<file path="src/source/uart_pkg.sv">
// Shared types and constants for the UART register port, imported by every RTL module
`default_nettype none

package uart_pkg;

    // One byte as it travels on the serial line
    typedef logic [7:0] byte_t;

    // Index into the register file
    typedef logic [3:0] reg_addr_t;

    // Clocks per serial bit, wide enough for slow rates on fast clocks
    typedef logic [13:0] baud_div_t;

    // Kind of command that leaves the decoder and the executor
    typedef enum logic [1:0] {
        CMD_READ,
        CMD_WRITE,
        CMD_ERROR
    } cmd_op_t;

    // Opcode bytes that start a command frame
    localparam byte_t OP_WRITE = 8'h57;
    localparam byte_t OP_READ  = 8'h52;

    // Answer sent after a successful write
    localparam byte_t RESP_OK = 8'h4B;

    // Answer sent for an unknown opcode or an address out of range
    localparam byte_t RESP_ERR = 8'h3F;

    // Number of registers behind the port
    // Addresses at or above this value are rejected by the decoder
    localparam int REG_COUNT = 16;

endpackage

`default_nettype wire

</file>
<file path="src/source/uart_rx.sv">
// Serial 8N1 receiver that filters the line and hands each byte on with a one-cycle pulse
`timescale 1ns/1ns
`default_nettype none

module uart_rx #(
    parameter int unsigned clk_hz = 1_000_000
) (
    input  logic            clk,
    input  logic            reset,
    input  logic            rx,
    input  logic [31:0]     uart_speed,
    output logic            rx_valid,
    output uart_pkg::byte_t rx_byte
);
    import uart_pkg::*;

    typedef enum logic [1:0] {
        IDLE,
        DATA,
        STOP
    } rx_state_t;

    rx_state_t  state;
    baud_div_t  baud_div;
    baud_div_t  tick_count;
    logic [3:0] rx_hist;
    logic       rx_filt;
    logic       rx_filt_d;
    logic       bit_en;
    logic       bit_tick;
    logic [2:0] bits_left;
    byte_t      shift;

    // Clocks per bit at the requested line speed
    assign baud_div = baud_div_t'(clk_hz / uart_speed);

    // The filtered line only follows rx after four equal samples in a row
    // This also brings the asynchronous input into the clock domain
    always_ff @(posedge clk) begin
        if (reset) begin
            rx_hist <= '1;
            rx_filt <= 1'b1;
        end else begin
            rx_hist <= {rx_hist[2:0], rx};
            if (rx_hist == 4'b0000) begin
                rx_filt <= 1'b0;
            end else if (rx_hist == 4'b1111) begin
                rx_filt <= 1'b1;
            end
        end
    end

    // Bit timer, loaded with half a period while idle
    // The first tick then lands in the middle of the start bit
    always_ff @(posedge clk) begin
        if (reset) begin
            tick_count <= baud_div_t'(1);
            bit_tick   <= 1'b0;
        end else if (bit_en) begin
            if (tick_count == baud_div) begin
                tick_count <= baud_div_t'(1);
                bit_tick   <= 1'b1;
            end else begin
                tick_count <= tick_count + baud_div_t'(1);
                bit_tick   <= 1'b0;
            end
        end else begin
            tick_count <= {1'b0, baud_div[13:1]};
            bit_tick   <= 1'b0;
        end
    end

    // A falling edge while idle starts the timer
    // Once the FSM is idle again and the line is high, the timer stops
    always_ff @(posedge clk) begin
        if (reset) begin
            bit_en    <= 1'b0;
            rx_filt_d <= 1'b1;
        end else begin
            rx_filt_d <= rx_filt;
            if (state == IDLE && rx_filt_d) begin
                bit_en <= ~rx_filt;
            end
        end
    end

    // Frame FSM, advanced once per bit tick
    always_ff @(posedge clk) begin
        if (reset) begin
            state    <= IDLE;
            rx_valid <= 1'b0;
        end else begin
            rx_valid <= 1'b0;
            if (bit_tick) begin
                case (state)
                    IDLE: begin
                        // A start bit still low at mid-bit is genuine
                        if (!rx_filt) begin
                            bits_left <= 3'd7;
                            state     <= DATA;
                        end
                    end
                    DATA: begin
                        // LSB arrives first, so shift in from the top
                        shift <= {rx_filt, shift[7:1]};
                        if (bits_left == 3'd0) begin
                            state <= STOP;
                        end else begin
                            bits_left <= bits_left - 3'd1;
                        end
                    end
                    STOP: begin
                        // A low stop bit is a framing error and the byte is dropped
                        state    <= IDLE;
                        rx_valid <= rx_filt;
                        rx_byte  <= shift;
                    end
                    default: begin
                        state <= IDLE;
                    end
                endcase
            end
        end
    end

endmodule

`default_nettype wire

</file>
<file path="src/source/cmd_decode.sv">
// Frame parser that collects received bytes into one read, write or error command
`timescale 1ns/1ns
`default_nettype none

module cmd_decode (
    input  logic                clk,
    input  logic                reset,
    input  logic                rx_valid,
    input  uart_pkg::byte_t     rx_byte,
    input  logic                cmd_ready,
    output logic                cmd_valid,
    output uart_pkg::cmd_op_t   cmd_op,
    output uart_pkg::reg_addr_t cmd_addr,
    output uart_pkg::byte_t     cmd_data
);
    import uart_pkg::*;

    typedef enum logic [1:0] {
        OPCODE,
        ADDR,
        DATA,
        HOLD
    } dec_state_t;

    dec_state_t state;

    // A finished command is offered for as long as the parser sits in HOLD
    assign cmd_valid = (state == HOLD);

    always_ff @(posedge clk) begin
        if (reset) begin
            state <= OPCODE;
        end else begin
            case (state)
                OPCODE: begin
                    if (rx_valid) begin
                        if (rx_byte == OP_WRITE || rx_byte == OP_READ) begin
                            state <= ADDR;
                        end else begin
                            // An unknown opcode is a frame of one byte
                            state <= HOLD;
                        end
                    end
                end
                ADDR: begin
                    if (rx_valid) begin
                        // A write always takes its data byte, even with a bad address
                        if (cmd_op == CMD_WRITE) begin
                            state <= DATA;
                        end else begin
                            state <= HOLD;
                        end
                    end
                end
                DATA: begin
                    if (rx_valid) begin
                        state <= HOLD;
                    end
                end
                HOLD: begin
                    // Bytes arriving here are dropped on purpose
                    if (cmd_ready) begin
                        state <= OPCODE;
                    end
                end
                default: begin
                    state <= OPCODE;
                end
            endcase
        end
    end

    // Command fields, captured as their bytes arrive
    always_ff @(posedge clk) begin
        if (rx_valid) begin
            case (state)
                OPCODE: begin
                    if (rx_byte == OP_WRITE) begin
                        cmd_op <= CMD_WRITE;
                    end else if (rx_byte == OP_READ) begin
                        cmd_op <= CMD_READ;
                    end else begin
                        cmd_op <= CMD_ERROR;
                    end
                end
                ADDR: begin
                    cmd_addr <= rx_byte[3:0];
                    if (rx_byte >= byte_t'(REG_COUNT)) begin
                        cmd_op <= CMD_ERROR;
                    end
                end
                DATA: begin
                    cmd_data <= rx_byte;
                end
                default: begin
                end
            endcase
        end
    end

endmodule

`default_nettype wire

</file>
<file path="src/source/reg_execute.sv">
// Register file of sixteen bytes that carries out commands and reports each outcome
`timescale 1ns/1ns
`default_nettype none

module reg_execute (
    input  logic                clk,
    input  logic                reset,
    input  logic                cmd_valid,
    input  uart_pkg::cmd_op_t   cmd_op,
    input  uart_pkg::reg_addr_t cmd_addr,
    input  uart_pkg::byte_t     cmd_data,
    input  logic                out_ready,
    output logic                cmd_ready,
    output logic                out_valid,
    output uart_pkg::cmd_op_t   out_op,
    output uart_pkg::byte_t     out_data
);
    import uart_pkg::*;

    byte_t regs [REG_COUNT];
    logic  cmd_fire;

    // One outcome in flight, so a new command waits until it is gone
    assign cmd_ready = ~out_valid;
    assign cmd_fire  = cmd_valid & cmd_ready;

    // The registers are part of the visible state and start at zero
    always_ff @(posedge clk) begin
        if (reset) begin
            for (int i = 0; i < REG_COUNT; i++) begin
                regs[i] <= '0;
            end
        end else if (cmd_fire && cmd_op == CMD_WRITE) begin
            regs[cmd_addr] <= cmd_data;
        end
    end

    // Outcome register towards the result stage
    always_ff @(posedge clk) begin
        if (reset) begin
            out_valid <= 1'b0;
        end else if (cmd_fire) begin
            out_valid <= 1'b1;
        end else if (out_ready) begin
            out_valid <= 1'b0;
        end
    end

    // Read data is taken before any write in the same cycle could land
    always_ff @(posedge clk) begin
        if (cmd_fire) begin
            out_op <= cmd_op;
            if (cmd_op == CMD_READ) begin
                out_data <= regs[cmd_addr];
            end else begin
                out_data <= cmd_data;
            end
        end
    end

endmodule

`default_nettype wire

</file>
<file path="src/source/resp_result.sv">
// Result stage that turns each outcome into one response byte for the transmitter
`timescale 1ns/1ns
`default_nettype none

module resp_result (
    input  logic              clk,
    input  logic              reset,
    input  logic              out_valid,
    input  uart_pkg::cmd_op_t out_op,
    input  uart_pkg::byte_t   out_data,
    input  logic              tx_ready,
    output logic              out_ready,
    output logic              tx_valid,
    output uart_pkg::byte_t   tx_byte
);
    import uart_pkg::*;

    byte_t resp_byte;

    // Accept a new outcome only once the held byte has gone out
    assign out_ready = ~tx_valid;

    // Reads answer with the data, writes with an acknowledge
    always_comb begin
        case (out_op)
            CMD_READ:  resp_byte = out_data;
            CMD_WRITE: resp_byte = RESP_OK;
            default:   resp_byte = RESP_ERR;
        endcase
    end

    always_ff @(posedge clk) begin
        if (reset) begin
            tx_valid <= 1'b0;
        end else if (out_valid && out_ready) begin
            tx_valid <= 1'b1;
        end else if (tx_ready) begin
            tx_valid <= 1'b0;
        end
    end

    // The byte stays put until the transmitter has taken it
    always_ff @(posedge clk) begin
        if (out_valid && out_ready) begin
            tx_byte <= resp_byte;
        end
    end

endmodule

`default_nettype wire

</file>
<file path="src/source/uart_tx.sv">
// Serial 8N1 transmitter that sends one byte per accepted request on the tx line
`timescale 1ns/1ns
`default_nettype none

module uart_tx #(
    parameter int unsigned clk_hz = 1_000_000
) (
    input  logic            clk,
    input  logic            reset,
    input  logic            tx_valid,
    input  uart_pkg::byte_t tx_byte,
    input  logic [31:0]     uart_speed,
    output logic            tx_ready,
    output logic            tx
);
    import uart_pkg::*;

    typedef enum logic [1:0] {
        IDLE,
        START,
        DATA,
        STOP
    } tx_state_t;

    tx_state_t  state;
    baud_div_t  baud_div;
    baud_div_t  tick_count;
    logic       bit_done;
    logic [2:0] bit_index;
    byte_t      shift;

    assign baud_div = baud_div_t'(clk_hz / uart_speed);

    // Ready only between frames
    assign tx_ready = (state == IDLE);

    // High on the last clock of the current bit period
    assign bit_done = (tick_count == baud_div);

    always_ff @(posedge clk) begin
        if (reset) begin
            state      <= IDLE;
            tx         <= 1'b1;
            tick_count <= baud_div_t'(1);
            bit_index  <= 3'd0;
        end else begin
            if (state == IDLE || bit_done) begin
                tick_count <= baud_div_t'(1);
            end else begin
                tick_count <= tick_count + baud_div_t'(1);
            end
            case (state)
                IDLE: begin
                    // Start bit goes out on the cycle after acceptance
                    if (tx_valid) begin
                        tx    <= 1'b0;
                        state <= START;
                    end
                end
                START: begin
                    if (bit_done) begin
                        tx        <= shift[0];
                        bit_index <= 3'd0;
                        state     <= DATA;
                    end
                end
                DATA: begin
                    if (bit_done) begin
                        if (bit_index == 3'd7) begin
                            tx    <= 1'b1;
                            state <= STOP;
                        end else begin
                            tx        <= shift[1];
                            bit_index <= bit_index + 3'd1;
                        end
                    end
                end
                STOP: begin
                    if (bit_done) begin
                        state <= IDLE;
                    end
                end
                default: begin
                    state <= IDLE;
                end
            endcase
        end
    end

    // Data bits leave LSB first, so the register shifts right
    always_ff @(posedge clk) begin
        if (state == IDLE && tx_valid) begin
            shift <= tx_byte;
        end else if (state == DATA && bit_done) begin
            shift <= {1'b0, shift[7:1]};
        end
    end

endmodule

`default_nettype wire

</file>
<file path="src/source/uart_cmd_top.sv">
// Top level of the UART register port, chaining receiver, decoder, registers and transmitter
`timescale 1ns/1ns
`default_nettype none

module uart_cmd_top #(
    parameter int unsigned clk_hz = 1_000_000
) (
    input  logic        clk,
    input  logic        reset,
    input  logic        rx,
    input  logic [31:0] uart_speed,
    output logic        tx
);
    import uart_pkg::*;

    // Receiver to decoder, a pulse with no back pressure
    logic      rx_valid;
    byte_t     rx_byte;

    // Decoder to register file
    logic      cmd_valid;
    logic      cmd_ready;
    cmd_op_t   cmd_op;
    reg_addr_t cmd_addr;
    byte_t     cmd_data;

    // Register file to result stage
    logic      out_valid;
    logic      out_ready;
    cmd_op_t   out_op;
    byte_t     out_data;

    // Result stage to transmitter
    logic      tx_valid;
    logic      tx_ready;
    byte_t     tx_byte;

    uart_rx #(
        .clk_hz(clk_hz)
    ) u_rx (
        .clk(clk), .reset(reset), .rx(rx), .uart_speed(uart_speed),
        .rx_valid(rx_valid), .rx_byte(rx_byte)
    );

    cmd_decode u_decode (
        .clk(clk), .reset(reset), .rx_valid(rx_valid), .rx_byte(rx_byte),
        .cmd_ready(cmd_ready), .cmd_valid(cmd_valid), .cmd_op(cmd_op),
        .cmd_addr(cmd_addr), .cmd_data(cmd_data)
    );

    reg_execute u_execute (
        .clk(clk), .reset(reset), .cmd_valid(cmd_valid), .cmd_op(cmd_op),
        .cmd_addr(cmd_addr), .cmd_data(cmd_data), .out_ready(out_ready),
        .cmd_ready(cmd_ready), .out_valid(out_valid), .out_op(out_op),
        .out_data(out_data)
    );

    resp_result u_result (
        .clk(clk), .reset(reset), .out_valid(out_valid), .out_op(out_op),
        .out_data(out_data), .tx_ready(tx_ready), .out_ready(out_ready),
        .tx_valid(tx_valid), .tx_byte(tx_byte)
    );

    uart_tx #(
        .clk_hz(clk_hz)
    ) u_tx (
        .clk(clk), .reset(reset), .tx_valid(tx_valid), .tx_byte(tx_byte),
        .uart_speed(uart_speed), .tx_ready(tx_ready), .tx(tx)
    );

endmodule

`default_nettype wire

</file>
<file path="config.mk">
export PLATFORM = sky130hd
export DESIGN_NAME = uart_cmd_top
export DESIGN_NICKNAME = d
export VERILOG_FILES = /design/src/source/uart_pkg.sv /design/src/source/uart_rx.sv /design/src/source/cmd_decode.sv /design/src/source/reg_execute.sv /design/src/source/resp_result.sv /design/src/source/uart_tx.sv /design/src/source/uart_cmd_top.sv
export SDC_FILE = /design/constraint.sdc
export NUM_CORES = 1
export LEC_CHECK = 0
export BUFFER_PORTS_ARGS = -buffer_cell sky130_fd_sc_hd__buf_4
export CAP_MARGIN = 10
export CORE_UTILIZATION = 30
export DETAILED_ROUTE_END_ITERATION = 8
export PLACE_DENSITY_LB_ADDON = 0.2
export SETUP_SLACK_MARGIN = 0.5
export SYNTH_ARGS = -nofsm -noshare
export SYNTH_HDL_FRONTEND = slang
export SYNTH_SLANG_ARGS = --single-unit
</file>
<file path="constraint.sdc">
create_clock -name clk -period 130.9 [get_ports clk]
set_clock_uncertainty 0.05 [all_clocks]
set_input_delay 26.18 -clock clk [delete_from_list [all_inputs] [get_ports clk]]
set_output_delay 26.18 -clock clk [all_outputs]
set_load 0.005 [all_outputs]
</file>
Word level (Yosys, flattened, before mapping)
Memory sizes are Yosys's and may differ from the RTL's. A register that Yosys moved wholly into a read port is not among the register bits.
Index checks and enable logic that the tools add are counted.
Operators by class
  equality and inequality tests: 31
  multiplexer cells: 54
  bitwise logic cells: 8
  add/sub/neg operators: 4
  reduce and logical (&&, ||, !) cells: 37
  divide/modulo/power cells: 1
  order comparisons: 1
Operators by type and width (count)
  20-bit by 32-bit divider with 32-bit output (first input constant): 1
  8-bit 2-to-1 mux: 4
  2-bit 2-to-1 mux: 15
  14-bit by 1-bit adder with 14-bit output (second input constant): 2
  14-bit equality test: 2
  13-bit 2-to-1 mux: 2
  1-bit 2-to-1 mux: 18
  8-bit by 7-bit equality test with 1-bit output (second input constant): 2
  2-bit inequality test (second input constant): 8
  2-bit one-hot mux with 4 select lines: 2
  8-bit one-hot mux with 2 select lines: 1
  3-bit 2-to-1 mux: 5
  2-bit by 1-bit inequality test with 1-bit output (second input constant): 7
  3-bit one-hot mux with 2 select lines: 2
  3-bit AND reduction: 4
  4-bit AND reduction: 3
  2-bit nonzero test: 6
  2-bit by 1-bit equality test with 1-bit output (second input constant): 5
  2-bit equality test (second input constant): 5
  2-bit logical NOT: 5
  5-bit AND reduction: 2
  8-bit by 5-bit greater-or-equal comparator with 1-bit output (second input constant): 1
  4-bit 2-to-1 mux: 2
  2-bit one-hot mux with 2 select lines: 2
  16 further kinds: 30
Storage, ports and cells
  memories: 1
  output and inout port bits: 1
  bits in writable memories: 128
  logic and storage cells: 163
  input port bits: 35
  flip-flop bits (word level): 108
Memories
  u_execute.regs: words 16, width 8, rd ports 1, clocked after Yosys merged registers in 1, wr ports 16, line reg_execute.sv:20  | byte_t regs [REG_COUNT];

Longest topological paths before layout
  depth in word-level cells: 8
  mapped depth: 340
  depth with buffers taken out: 301

Cells and area by module
A second synthesis with hierarchy kept.
Unflattened totals
  cells, all modules: 10455
  area total of the unflattened synthesis: 74913.1 µm²
By module, submodules not included
  uart_rx: cells an instance 5048, times used 1, area each 34270.4 µm², seq. area each 1071.0 µm²
  uart_tx: cells an instance 4880, times used 1, area each 33195.6 µm², seq. area each 640.6 µm²
  reg_execute: cells an instance 457, times used 1, area each 6402.4 µm², seq. area each 4164.0 µm²
  cmd_decode: cells an instance 47, times used 1, area each 699.4 µm², seq. area each 460.4 µm²
  resp_result: cells an instance 23, times used 1, area each 345.3 µm², seq. area each 260.2 µm²

Worst setup path before layout
OpenSTA, ideal clock, no wires.
  kind: in2reg
  from: in uart_speed[31]
  to: reg u_tx.bit_index[1]
  library setup time: 0.117 ns
  required time: 130.733 ns
  stages on the path: 312
  path slack: 34.286 ns
  arrival: 96.448 ns
  path through: buf_6 or3_1 buf_2 nor4_1 and3_1 clkbuf_1 clkbuf_1 nand2_1 nor3_1 ha_1 a21oi_1 mux2_2 a21oi_1 nor2_1 ha_1 a21o_1 a31oi_1 nor2_1 (+276 left out) o21bai_1 a21oi_1 xnor2_1 mux2_2 ha_1 a21oi_1 nor2b_1 o211ai_1 o211ai_1 o22ai_1 nand2_1 a31oi_1 xnor2_1 nor4_1 o21ai_0 a21oi_1 nor2_1 a22o_1
On the way
  cells in the longest elaborated chain, start to end: 4
  elaborated cells on any way between the ends: 5
  classes of those cells: div: 1; eq/ne: 3; reduce/logical: 1
Ends and longest elaborated chain
  start: declaration: line uart_cmd_top.sv:11  | input logic [31:0] uart_speed,
  20-bit by 32-bit divider with 32-bit output (*): line uart_tx.sv:32  | assign baud_div = baud_div_t'(clk_hz / uart_speed);
  14-bit equality test (*): line uart_tx.sv:38  | assign bit_done = (tick_count == baud_div);
  2-bit by 1-bit inequality test with 1-bit output (no line)
  4-bit AND reduction (no line) (*)
  end signal: assignment: line uart_tx.sv:74  | bit_index <= bit_index + 3'd1;
  end: declaration: line uart_tx.sv:29  | logic [2:0] bit_index;
Mark *: on every way between the ends. The rest lies on a longest branch, timed or not.
A chain may end at the register's enable or synchronous reset.

Final worst setup path
  from: in uart_speed[31]
  to: reg u_tx.tick_count[1]
On the way
  cells in the longest elaborated chain, start to end: 4
Ends and longest elaborated chain
  20-bit by 32-bit divider with 32-bit output: line uart_tx.sv:32
  14-bit equality test: line uart_tx.sv:38
  1-bit logical OR: line uart_tx.sv:47  | if (state == IDLE || bit_done) begin
  2-bit OR reduction (no line)
  end signal: assignment: line uart_tx.sv:44  | tick_count <= baud_div_t'(1);
  end signal: assignment: line uart_tx.sv:48  | tick_count <= baud_div_t'(1);
  end signal: assignment: line uart_tx.sv:50  | tick_count <= tick_count + baud_div_t'(1);
  end: declaration: line uart_tx.sv:27  | baud_div_t tick_count;
No other way between the ends.

==> impl_metrics.yaml <==
timing:
  final_max_slew_viol_count: 0
  period_minus_slack_ns: 108.53
  setup_tns_ns: 0
  rsz0062_at_grt: "no"
  slew_headroom: 0.169
  worst_pin_slew_ns: 1.24
  fin_crit_sh: 0.829
  fmax_mhz: 9.21
  setup_viol: 0
  whs_ns: 0.393
  hold_viol: 0
clock_network:
  cts_resized: 0
  cts_tree: "done"
  cts_sinks: 240
  root_buffer: "clkbuf_16"
  postCtsSetupRepairBufs: 0
  htree_levels: 1
  path_clk_slew_ns: 0.07
  numCtsBuffers: 25
  holdBufCountCts: 0
  clk_latency_ns: 0.52
  cts.path.max_buffers: 3
die:
  start_util: 0.303
  placement_rows: 137
  core_area_um2: 140000
  io_pins: 36
  die_y_um: 378
  die_w_um: 378
  dieArea_um2: 143000
setup_path:
  end_kind: "flip-flop"
  reg2reg_from: "u_tx.tick_count[2]"
  required_ns: 131.27
  arrival_ns: 108.89
  r2r_cells: 11
  cp_slowest_stage_delay_ns: 1.12
  worstSetupPathType: "input pin to flip-flop"
  r2r-end: "u_tx.tick_count[1]"
  slowest_stage: "nor4_2"
  crit_fanout: 40
  start_kind: "input pin"
  reg2reg_slack_ns: 127.22
  cpMostUsedCell: "ha_1"
detailed_routing:
  vias: 43500
  wirelength_um: 173000
  drc: 0
  via_per_inst: 5.84
  firstDrtPassIters: 6
  ant_nets: 0
  detail_route.iter0.violations: 3888
  wl_per_cell_um: 23.2
synth:
  synth-edff-count: 187
  ys_async_sr_fraction: 0
  synthesis.area_um2: 42500
  synth_top_area_share: 0.150
  yosysUniqueCellTypes: 96
  yosysWarnings: 0
  synth_area_leader_cell: "ha_1"
  synth-seq-cells: 240
  syn_inst: 5599
  synth_area_leaders: "ha_1 (15%), edfxtp_1 (13%), nor2_1 (5.5%)"
  avgSynthCellArea_um2: 7.59
  synthFlopType: "edfxtp_1"
  syn-num-nets: 6145
  ys_seq_area_frac: 0.157
pwr:
  power.density_nw_per_um2: 4.87
  sw_frac_of_total: 0.323
  comb_power_share: 0.291
  power.switching_uw: 72.3
  p_leak_nw: 19.8
  seqPwrFrac: 0.383
  p_int_uw: 152
  vdd_drop_max_v: 0.00000954
  clkPwrFrac: 0.326
finish:
  num-nets-final: 6104
  drive_gt1_frac: 0.0796
  area_delta_synth_final_pct: 8.18
  num-fill-cells: 15100
  mostFrequentLayoutCells: "nor2_1 (617), ha_1 (511), nand2_1 (489)"
  layout_commonest_cell: "nor2_1"
placement:
  port_buffers: 35
  place_congestion: 0.985
  hpwl_um: 137000
status:
  status: "finished clean"
worst_hold_path:
  min_path_type: "flip-flop to flip-flop"
  hp-start: "u_tx.tick_count[0]"
  hold_end: "u_tx.tick_count[0]"
  worstHoldPathCells: 1
grt:
  antenna_found_initial: 1
  grt_pass1_wl_um: 259000
  grt_overflow_total: 0
  first_global_vias: 41100
  grt.total_usage: 0.233
  grt_start_max_net_pins: 55
flow_run:
  cap_violations: 0
synth_stat cells (all sizes together), types with 104 or more instances:
master and instances:
a21oi 430, nor2 621, and2 179, xor2 143
o21a 146, edfxtp 187, xnor2 254, inv 175
o21ai 330, nand2 489, clkbuf 153, nor3 155
nand3 166, ha 511, a31oi 104, a21o 180
metrics by stage:
step	std cells	instance area, um2	worst slack [ns]	utilization	power [mW]
after global routing	7452	46000	17.51	0.328	0.235
after detailed placement	7405	45100	23.98	0.322	0.151
after global placement	7404	45100	24.07	0.322	0.152
final	7453	46000	22.37	0.328	0.224
after CTS	7450	46000	24.34	0.328	0.224
after floorplan	5599	42500	34.29	-	0.132
per-layer routing:
metal	vias up	wire, um	global-route usage
li1	20900	-	-
met1	20800	78800	0.318
met2	1486	78600	0.387
met3	283	9520	0.0167
met4	2	6300	0.0767
met5	-	13	0
registers in the layout, indices dropped and copies added (netlist names), 4 cells and up, named ones only:
signal / count
u_execute.regs: 128
u_rx.tick_count: 14
u_rx.rx_byte: 8
u_rx.rx_hist: 4
u_decode.cmd_addr: 4
u_tx.shift: 8
u_decode.cmd_data: 8
u_execute.out_data: 8
u_tx.tick_count: 14
u_result.tx_byte: 8
u_rx.shift: 8
layout make-up:
class | instances | area [um2] | area share
multi-input cells | 4991 | 34500 | 0.751
flip-flops and latches | 240 | 6680 | 0.145
well taps | 1876 | 2350 | 0.0511
repair buffers | 125 | 931 | 0.0202
inverters | 175 | 657 | 0.0143
clock buffers | 29 | 651 | 0.0142
clock inverters | 16 | 179 | 0.00389
diodes | 1 | 2.50 | 0.0000544
worst max path at each step:
stage | start | end
after detailed placement | uart_speed[31] | u_tx.tick_count[1]
after global routing | uart_speed[31] | u_tx.tick_count[1]
after floorplan | uart_speed[31] | u_tx.bit_index[1]
after CTS | uart_speed[31] | u_tx.tick_count[1]
final | uart_speed[31] | u_tx.tick_count[1]
after global placement | uart_speed[18] | u_tx.tick_count[1]
power by group through the flow:
stage	clock network, mW	logic [mW]	registers [mW]
after floorplan	0	0.0451	0.0867
after global placement	0	0.0642	0.0874
after detailed placement	0	0.0640	0.0874
after CTS	0.0743	0.0644	0.0857
after global routing	0.0775	0.0711	0.0860
final	0.0729	0.0652	0.0857
critical path: cells and delay by family:
kind                       cells  cell delay [ns]
and+or+nand+nor               76            20.70
adders and majority gates     30             9.57
xor gates and xnor gates       1             0.14
AOI/OAI and AO/OA            145            44.99
buffers and inverters         21             4.94
muxes                          5             2.04
logic make-up after synthesis:
kind of cell | share of synthesized area
muxes | 0.0505
adders and majority gates | 0.150
xor gates and xnor gates | 0.0818
DFF | 0.157
and+or+nand+nor | 0.243
other | 0.0000882
AOI/OAI and AO/OA | 0.284
buffers and inverters | 0.0331
Power figures use the tool's default switching activity.
